## src/design/drum_pkg.sv

```systemverilog
`default_nettype none

package drum_pkg;

	// Node displacement in 1.17 fixed point
	typedef logic signed [17:0] node_t;

	// Audio sample word
	typedef logic [31:0] sample_t;

	localparam int SAMPLE_SHIFT = 14;
	localparam int ADDR_W = 9;

	// Upper bound on the tension term
	localparam node_t RHO_MAX = 18'h0FAE1;

	typedef struct packed {
		node_t init_node;
		node_t incr_col;
		node_t incr_row;
		node_t init_rho;
	} drum_config_t;

	typedef struct packed {
		node_t init_center;
		node_t incr;
	} column_seed_t;

	// 1.17 by 1.17 multiply, keeps sign and drops the redundant integer bit
	function automatic node_t fix_mul(input node_t a, input node_t b);
		logic signed [35:0] product;
		product = a * b;
		return {product[35], product[33:17]};
	endfunction

endpackage

`default_nettype wire

```

## src/design/center_tap.sv

```systemverilog
`default_nettype none

module center_tap #(
	parameter int NUM_COLUMNS   = 7,
	parameter int TENSION_SHIFT = 5,
	parameter int CREDIT_INIT   = 4
) (
	input  logic                    clk,
	input  logic                    reset,
	input  drum_pkg::node_t         centre,
	input  drum_pkg::node_t         init_rho,
	input  logic [NUM_COLUMNS-1:0]  done,
	input  logic                    credit_return,
	output logic                    step,
	output drum_pkg::node_t         rho,
	output logic                    sample_valid,
	output drum_pkg::sample_t       sample_data
);

	localparam int CW = $clog2(CREDIT_INIT + 1) + 1;

	logic [CW-1:0]   credits;
	logic            fire;
	drum_pkg::node_t scaled, rho_sum;

	////////////////////
	// Nonlinear tension
	////////////////////
	assign scaled = centre >>> TENSION_SHIFT;
	assign rho_sum = init_rho + drum_pkg::fix_mul(scaled, scaled);
	assign rho = (rho_sum > drum_pkg::RHO_MAX) ? drum_pkg::RHO_MAX : rho_sum;

	// Grid idle and the sink has room
	assign fire = (&done) && (credits != '0);

	always_ff @(posedge clk) begin
		if (reset) begin
			credits <= CW'(CREDIT_INIT);
		end else begin
			credits <= credits + CW'(credit_return) - CW'(fire);
		end
	end

	assign step = fire;
	assign sample_valid = fire;
	// Sign extend the node and place it in the upper sample bits
	assign sample_data = {{(32 - 18){centre[17]}}, centre} << drum_pkg::SAMPLE_SHIFT;

endmodule

`default_nettype wire

```

## config.mk

```make
export PLATFORM = sky130hd
export DESIGN_NAME = center_tap
export DESIGN_NICKNAME = d
export VERILOG_FILES = /design/src/design/drum_pkg.sv /design/src/design/center_tap.sv
export SDC_FILE = /design/constraint.sdc
export NUM_CORES = 1
export LEC_CHECK = 0
export BUFFER_PORTS_ARGS = -buffer_cell sky130_fd_sc_hd__buf_2
export CAP_MARGIN = 20
export CORE_ASPECT_RATIO = 1.75
export CORE_MARGIN = 3
export CORE_UTILIZATION = 25
export CTS_BUF_LIST = sky130_fd_sc_hd__clkbuf_2
export DETAILED_ROUTE_END_ITERATION = 10
export PLACE_DENSITY_LB_ADDON = 0.15
export SETUP_SLACK_MARGIN = 0.4
export SLEW_MARGIN = 5
export SYNTH_ARGS = -nofsm -noshare
export SYNTH_HDL_FRONTEND = slang
export SYNTH_SLANG_ARGS = --single-unit
```

## constraint.sdc

```tcl
create_clock -name clk -period 10.58 [get_ports clk]
set_input_delay 0.529 -clock clk [delete_from_list [all_inputs] [get_ports clk]]
set_output_delay 0.529 -clock clk [all_outputs]
set_load 0.05 [all_outputs]
```

==> results.cfg <==
[routing]
vias = 5089
routed_wl_um = 17900
ant_nets = 0
drc_errors = 0
drtIter0Drc = 91
viasPerCell = 4.21
dr.pass1.iters = 4
wire_per_inst_um = 14.8

[clocking]
post-cts-setup-buffer-count = 0
h-tree-depth = 1
numClockSinks = 4
cts_buffer_depth = 2
cts_root_buf = clkbuf_2
clk_pin_slew_ns = 0.04
hold_buffers = 0
numCtsBuffers = 3
cts_resized = 0
clock_latency_ns = 0.20
cts_tree = built

[sta]
slew_headroom = 0.635
setup_viol = 0
fin_worst_skew_ns = 0.000471
slew_viol_final = 0
fin_ws_ns = 1.10
worst_pin_slew_ns = 0.546
max_clock_freq_mhz = 105
finalCritPeriodShare = 0.896
finalHoldViolCount = 0
fin_tns_setup_ns = 0
rsz0062_at_grt = false
min_period_ns = 9.48

[placed_design]
gp_congestion = 0.795
dp_slack_ns = 1.04
dp_hpwl_um = 16000
portBuffers = 73

[worst_setup_path]
crit_path_start_kind = input pin
cp.required_ns = 10.05
rr_startpoint = credits[2]
r2r_cells = 10
end_kind = output pin
r2r-end = credits[2]
critPathCapture = rho[6]
worstPathArrival_ns = 8.95
cp_max_fo = 26
crit_type = input pin to output pin
cp-startpoint = centre[17]
r2r_slack_ns = 8.33

[worst_hold_path]
hold_class = input pin to register
hold_depth = 2

[synth]
synth-edff-count = 0
ys_ff_latch = 4
yosysTopAreaCellShare = 0.407
synth_cell_types = 58
synth_seq_area_share = 0.0113
syn_area_um2 = 7090
yosys_warnings = 0
postSynth.asyncResetShare = 0
synth_ff_type = dfxtp_1
yosys.area.top_type = fa_1
avgSynthCellArea_um2 = 8.85
synth_area_leaders = fa_1 41%, ha_1 16%, inv_1 11%
netlist_instances = 801

[grt]
grt_usage = 0.122
grt_pass1_vias = 5816
grt_max_degree = 27
antenna_found_initial = 1
grt_pass1_wl_um = 29900
grt.overflow.total = 0

[die]
start_util = 0.253
ios = 98
core_area_um2 = 28000
die_h_um = 229
die_area_um2 = 30500
fp-row-count = 81
fp.dieW_um = 133

[cells_and_area]
multiInputGateArea_um2 = 5940
final_nets = 1121
antennaDiodeCount = 0
seqCellArea_um2 = 80.1
drive_above_1_share = 0.109
top_register = credits
largest_reg_flops = 4
largestRegisters = credits x4
area_growth_syn_to_layout_pct = 7.92
fill_cells = 3146

[flow_run]
cap_violations = 0

[run_status]
status = finished, final reports clean
## synthesized netlist by cell type, drive strengths merged, types with 2 or more instances
cell	instances
xnor2	31
a41o	2
nand2b	4
o211ai	3
and4	3
o21a	5
nand2	62
and3	3
buf	39
mux2i	4
nand3	4
fa	144
a31oi	6
a21oi	19
a21boi	5
a22o	2
o21ai	19
nor4	2
ha	92
clkbuf	16
xor2	10
dfxtp	4
or3	4
a21o	15
or2	5
o2bb2ai	2
nor2	24
a31o	2
inv	204
a311oi	2
and2	24
nand4	4
a211oi	3
nor2b	14
nor3	5
## final cells by class
type | instances | area share
inverters | 204 | 0.100
repair buffers | 75 | 0.0497
clock buffers | 3 | 0.00196
well taps | 373 | 0.0610
multi-input cells | 551 | 0.777
flip-flops and latches | 4 | 0.0105
## logic make-up after synthesis
family / after synthesis / share of synthesized area
buf+inv: 259 / 0.157
flops: 4 / 0.0113
simple gates: 162 / 0.113
xor+xnor: 41 / 0.0507
mux: 4 / 0.00565
compound gates: 94 / 0.0921
other cells: 1 / 0.000529
fa+ha+maj: 236 / 0.569
## stage by stage
stage	instance area (µm²)	hold slack [ns]	utilization	std cells
6_report	7650	0.529	0.274	1210
5_1_grt	7650	0.536	0.274	1210
4_1_cts	7650	0.516	0.274	1210
3_5_place_dp	7640	0.623	0.273	1207
3_3_place_gp	7640	0.625	0.273	1207
2_1_floorplan	7140	0.596	-	814
## critical path, cell delays in order
cell and delay (ns):
buf_2 0.41, and2_1 0.25, inv_1 0.07, fa_1 0.50
fa_1 0.83, inv_1 0.11, fa_1 0.48, fa_1 0.57
fa_1 0.41, ha_1 0.33, ha_1 0.34, a21oi_1 0.29
and2_1 0.20, a41oi_2 0.08, a21oi_1 0.33, o21ai_0 0.16
xor2_1 0.16, ha_1 0.33, or2_2 0.32, o211a_1 0.20
o22ai_1 0.26, mux2i_1 0.36, nor4_1 0.11, or4_4 0.43
o21ai_2 0.41, a22o_1 0.21, buf_2 0.26
## cell usage in the layout, fill, tap and decap left out, drive strengths merged, types with 6 or more instances in the layout
cell,count
xnor2,31
nor2b,14
and2,24
conb,14
a31oi,6
nor2,24
a21o,15
ha,92
inv,204
xor2,10
a21oi,19
nand2,62
fa,144
buf,75
o21ai,19
## layer usage
metal / track usage / vias to the layer above / share of wire
met5: 0 / - / 0.00073
met2: 0.269 / 87 / 0.63
met1: 0.125 / 2511 / 0.34
met4: 0.0129 / 2 / 0.0076
li1: - / 2475 / -
met3: 0.00374 / 14 / 0.018
## worst min-delay path by stage
stage / startpoint / endpoint / slack [ns]
after floorplan: reset / credits[1] / 0.60
after global placement: credits[3] / credits[3] / 0.63
after detailed placement: credits[3] / credits[3] / 0.62
after CTS: reset / credits[1] / 0.52
after global routing: reset / credits[1] / 0.54
final: reset / credits[1] / 0.53
Power is left out: the tool's default activity adds up to more than one toggle a clock period on the data nets, which glitch-free logic cannot reach.
