==> config.mk <==
export PLATFORM = sky130hd
export DESIGN_NAME = profile_loader
export DESIGN_NICKNAME = d
export VERILOG_FILES = /design/src/design/drum_pkg.sv /design/src/design/profile_loader.sv
export SDC_FILE = /design/constraint.sdc
export NUM_CORES = 1
export LEC_CHECK = 0
export ABC_AREA = 1
export BUFFER_PORTS_ARGS = -buffer_cell sky130_fd_sc_hd__buf_2
export CELL_PAD_IN_SITES_DETAIL_PLACEMENT = 0
export CELL_PAD_IN_SITES_GLOBAL_PLACEMENT = 1
export CORE_ASPECT_RATIO = 0.9
export CORE_UTILIZATION = 43
export CTS_BUF_LIST = sky130_fd_sc_hd__clkbuf_2
export CTS_CLUSTER_DIAMETER = 30
export DETAILED_ROUTE_END_ITERATION = 7
export PLACE_DENSITY_LB_ADDON = 0.1
export RECOVER_POWER = 25
export SYNTH_ARGS = -nofsm -noshare
export SYNTH_HDL_FRONTEND = slang
export SYNTH_SLANG_ARGS = --single-unit
==> constraint.sdc <==
create_clock -name clk -period 4.55 [get_ports clk]
set_input_delay 0.455 -clock clk [delete_from_list [all_inputs] [get_ports clk]]
set_output_delay 0.455 -clock clk [all_outputs]
set_load 0.05 [all_outputs]
==> src/design/drum_pkg.sv <==
`default_nettype none

package drum_pkg;

	// Node displacement in 1.17 fixed point
	typedef logic signed [17:0] node_t;

	// Audio sample word
	typedef logic [31:0] sample_t;

	localparam int SAMPLE_SHIFT = 14;
	localparam int ADDR_W = 9;

	// Upper bound on the tension term
	localparam node_t RHO_MAX = 18'h0FAE1;

	typedef struct packed {
		node_t init_node;
		node_t incr_col;
		node_t incr_row;
		node_t init_rho;
	} drum_config_t;

	typedef struct packed {
		node_t init_center;
		node_t incr;
	} column_seed_t;

	// 1.17 by 1.17 multiply, keeps sign and drops the redundant integer bit
	function automatic node_t fix_mul(input node_t a, input node_t b);
		logic signed [35:0] product;
		product = a * b;
		return {product[35], product[33:17]};
	endfunction

endpackage

`default_nettype wire

==> src/design/profile_loader.sv <==
`default_nettype none

module profile_loader #(
	parameter int NUM_COLUMNS = 7
) (
	input  logic                    clk,
	input  logic                    reset,
	input  drum_pkg::drum_config_t  cfg,
	output drum_pkg::column_seed_t  seeds [NUM_COLUMNS],
	output logic                    start
);

	localparam int CW = $clog2(NUM_COLUMNS);
	localparam logic [CW-1:0] LAST_COL = CW'(NUM_COLUMNS - 1);
	localparam logic [CW-1:0] MID_COL  = CW'(NUM_COLUMNS / 2);

	localparam logic [1:0] LOADING = 2'd0;
	localparam logic [1:0] KICK    = 2'd1;
	localparam logic [1:0] RUNNING = 2'd2;

	logic [1:0]      state;
	logic [CW-1:0]   col;
	drum_pkg::node_t run_center;
	drum_pkg::node_t run_incr;

	always_ff @(posedge clk) begin
		if (reset) begin
			state <= LOADING;
			col <= '0;
			run_center <= cfg.init_node;
			run_incr <= cfg.incr_col;
		end else begin
			case (state)
				LOADING: begin
					col <= col + 1'b1;
					// Climb to the middle column, then descend
					if (col < MID_COL) begin
						run_center <= run_center + cfg.incr_row;
						run_incr <= run_incr + cfg.incr_col;
					end else begin
						run_center <= run_center - cfg.incr_row;
						run_incr <= run_incr - cfg.incr_col;
					end
					if (col == LAST_COL) state <= KICK;
				end
				KICK: state <= RUNNING;
				default: ;
			endcase
		end
	end

	// Seeds hold once loading is over
	always_ff @(posedge clk) begin
		if (state == LOADING) begin
			seeds[col] <= '{init_center: run_center, incr: run_incr};
		end
	end

	assign start = (state == KICK);

endmodule

`default_nettype wire

==> impl_metrics.toml <==
[sta]
final.setup.tns_ns = 0
rsz0062_at_grt = "no"
clock_skew_ns = 0.09852
finalCritPeriodShare_pct = 72.23
setup_viol = 0
slew_violations = 0
fin_crit_ns = 3.286
fmax_mhz = 304.3
slew_headroom_pct = 31.06
final_hold_viol_count = 0
worst_pin_slew_ns = 1.032

[clock_tree]
cts_made_buffers = 80
clock-sinks = 293
htreeDepth = 3
clock_path_buffers = 3
cts_tree = "built"
worstSkewPairLatency_ns = 0.87
cts.clk_slew.worst_paths_ns = 0.09
cts.repair.resized = 0
root_buffer = "clkbuf_2"

[floorplan]
fp.coreArea_mm2 = 0.02724
initial_utilization_pct = 44.10
die_w_um = 178.2
rows = 57
die_height_um = 160.6
dieArea_mm2 = 0.02861
ios = 327

[drt]
ant_nets = 0
vias = 8460
viasPerCell = 4.782
drt-total-wl_um = 32150
wire_per_inst_um = 18.18
drc = 0
drtIter0Drc = 573
drt_pass1_iterations = 5

[synthesis]
syn_avg_cell_area_um2 = 12.93
syn-cell-area_mm2 = 0.01201
netlist-cell-type-count = 31
syn-instance-count = 929
yosysTopAreaCell = "edfxtp_1"
ys_seq_area_share_pct = 72.82
yosys_register_bits = 293
yosysTopAreaCellShare_pct = 71.99
yosys-top-cells-area = "edfxtp_1, nand2_1, ha_1"
ys_warn_count = 0
synth.net_count = 1043

[placed_design]
gp_congestion = 0.8471
placement.cell_area_mm2 = 0.01408
dp_hpwl_um = 22460
place.port_buffers = 308

[power_and_ir_drop]
pwr-share-comb_pct = 32.0
leakagePower_nw = 6.527
vdd_drop_max_mv = 0.3126
switching_share_pct = 40.13
switchingPower_w = 0.003449
p_per_area_mw_per_mm2 = 566.8
clockPowerShare_pct = 21.0
internal-power_w = 0.005145
seq_power_share_pct = 47.0

[final_layout]
design_area_mm2 = 0.01516
syn_to_final_growth_pct = 26.21
layout.nets = 1470
layout_common_cells = "buf_2, edfxtp_1, nand2_1"
fillCellCount = 2423
drive_gt1_share_pct = 32.48
regArea_mm2 = 0.008748
final_common_cell = "buf_2"
multiInputGateArea_mm2 = 0.002950

[critical_path]
critPathTopFamily = "compound AO/OA/AOI/OAI gates"
cpPeakStageDelay_ns = 0.57
path_max_fanout = 23
cp_slowest_cell = "a21oi_4"
arrival_ns = 3.82
crit_buf_inv = 3
critPathCaptureType = "register"
required_ns = 5.08
path_cells = "a21oi_4 > inv_2 > o21ai_1 > xor2_1 > inv_1 > ha_1 > inv_1 > o21ai_0 > nor2_1 > nand2_1 > nand3_1 > nand2_1 > nand2_1 > nand3_1 > nand2_1"
critical_path.most_common_cell = "nand2_1"
worstSetupPathType = "register to register"
crit_path_start_kind = "register"

[flow_run]
max_cap_violations = 0

[min_path]
min_path_type = "input port to register"

[global_route]
grt_pass1_vias = 8343
antenna_found_initial = 3
grt_use_total_pct = 22.39
grt_pass1_wl_um = 47360
grt.overflow.total = 0
grt_max_degree = 49

[outcome]
status = "completed"
## layer usage
layer / share of wire [%] / wire length (um) / GRT usage, %
met5: 0.062 / 20 / 0
met4: 2.4 / 776 / 8.166
met3: 7.8 / 2516 / 5.990
met2: 43 / 13840 / 33.32
met1: 47 / 15000 / 31.53
## logic make-up (layout without fill, tap and decap cells)
family | Yosys count | count (layout) | synth area share [%]
xor gates and xnor gates | 38 | 38 | 2.770
buffers and inverters | 93 | 577 | 3.041
other | 0 | 2 | 0
adders and majority gates | 40 | 40 | 4.291
AOI/OAI and AO/OA | 104 | 104 | 4.614
and+or+nand+nor | 361 | 361 | 12.47
DFF | 293 | 293 | 72.82
## synthesized netlist by cell type, drive strengths merged
cell type and instances:
dfxtp 5, o21bai 3, fa 2, xnor2 18, nand2 194, o22ai 2, a21o 3, clkbuf 7
nor3 5, o31ai 2, edfxtp 288, nand3 55, ha 38, or2 2, nor2 91, a21oi 46
xor2 20, and2 1, nand3b 8, inv 80, clkinv 3, o21ai 48, nor4 5, buf 3
## final cells by class
cell class | instances | share of cell area (%)
flip-flops and latches | 293 | 57.69
clock buffers | 111 | 3.664
multi-input cells | 543 | 19.46
well taps | 354 | 2.921
repair buffers | 355 | 13.09
clock inverters | 28 | 1.089
diodes | 2 | 0.03301
inverters | 83 | 2.055
## per-stage QoR
stage / std cells / util, % / hold slack, ns / setup WS (ns) / total power [W]
floorplan: 929 / - / 0.4501 / 0.8459 / 0.006019
global placement: 1592 / 51.67 / 0.4668 / 1.252 / 0.006801
detailed placement: 1592 / 51.67 / 0.4717 / 1.240 / 0.006822
CTS: 1767 / 55.64 / 0.003513 / 1.260 / 0.008681
global route: 1768 / 55.65 / 0.03105 / 0.9656 / 0.009136
finish: 1769 / 55.66 / 0.08390 / 1.264 / 0.008595
## registers in the layout, summed over array words and instances, names as in the netlist
name,flops
seeds,252
state,2
run_incr,18
run_center,18
col,3
## final timing paths
check                              start      endpoint  slack [ns]  depth (start not counted)
worst max register to register    col[1]  run_incr[12]        1.26                         15
worst max-delay path              col[1]  run_incr[12]        1.26                         15
worst min-delay path             cfg[40]   run_incr[4]        0.08                          3
worst min register to register  state[0]      state[0]        0.49                          2
## worst min-delay path, stage by stage
cell	delay, ns
buf_2	0.09
inv_1	0.07
o22ai_1	0.15
## timing repair
action | CTS | global route
setup buffers | 0 | 0
endpoints found under the hold margin | 35 | 0
hold buffers | 36 | 0
## power by group through the flow
stage          combinational, W  sequential [W]  clock, W
2_1_floorplan           0.00126         0.00476         0
3_3_place_gp            0.00271         0.00409         0
3_5_place_dp            0.00271         0.00411         0
4_1_cts                 0.00275         0.00405   0.00188
5_1_grt                 0.00303         0.00410   0.00201
6_report                0.00275         0.00404   0.00180
No activity file was read; power rests on OpenSTA's default activity.
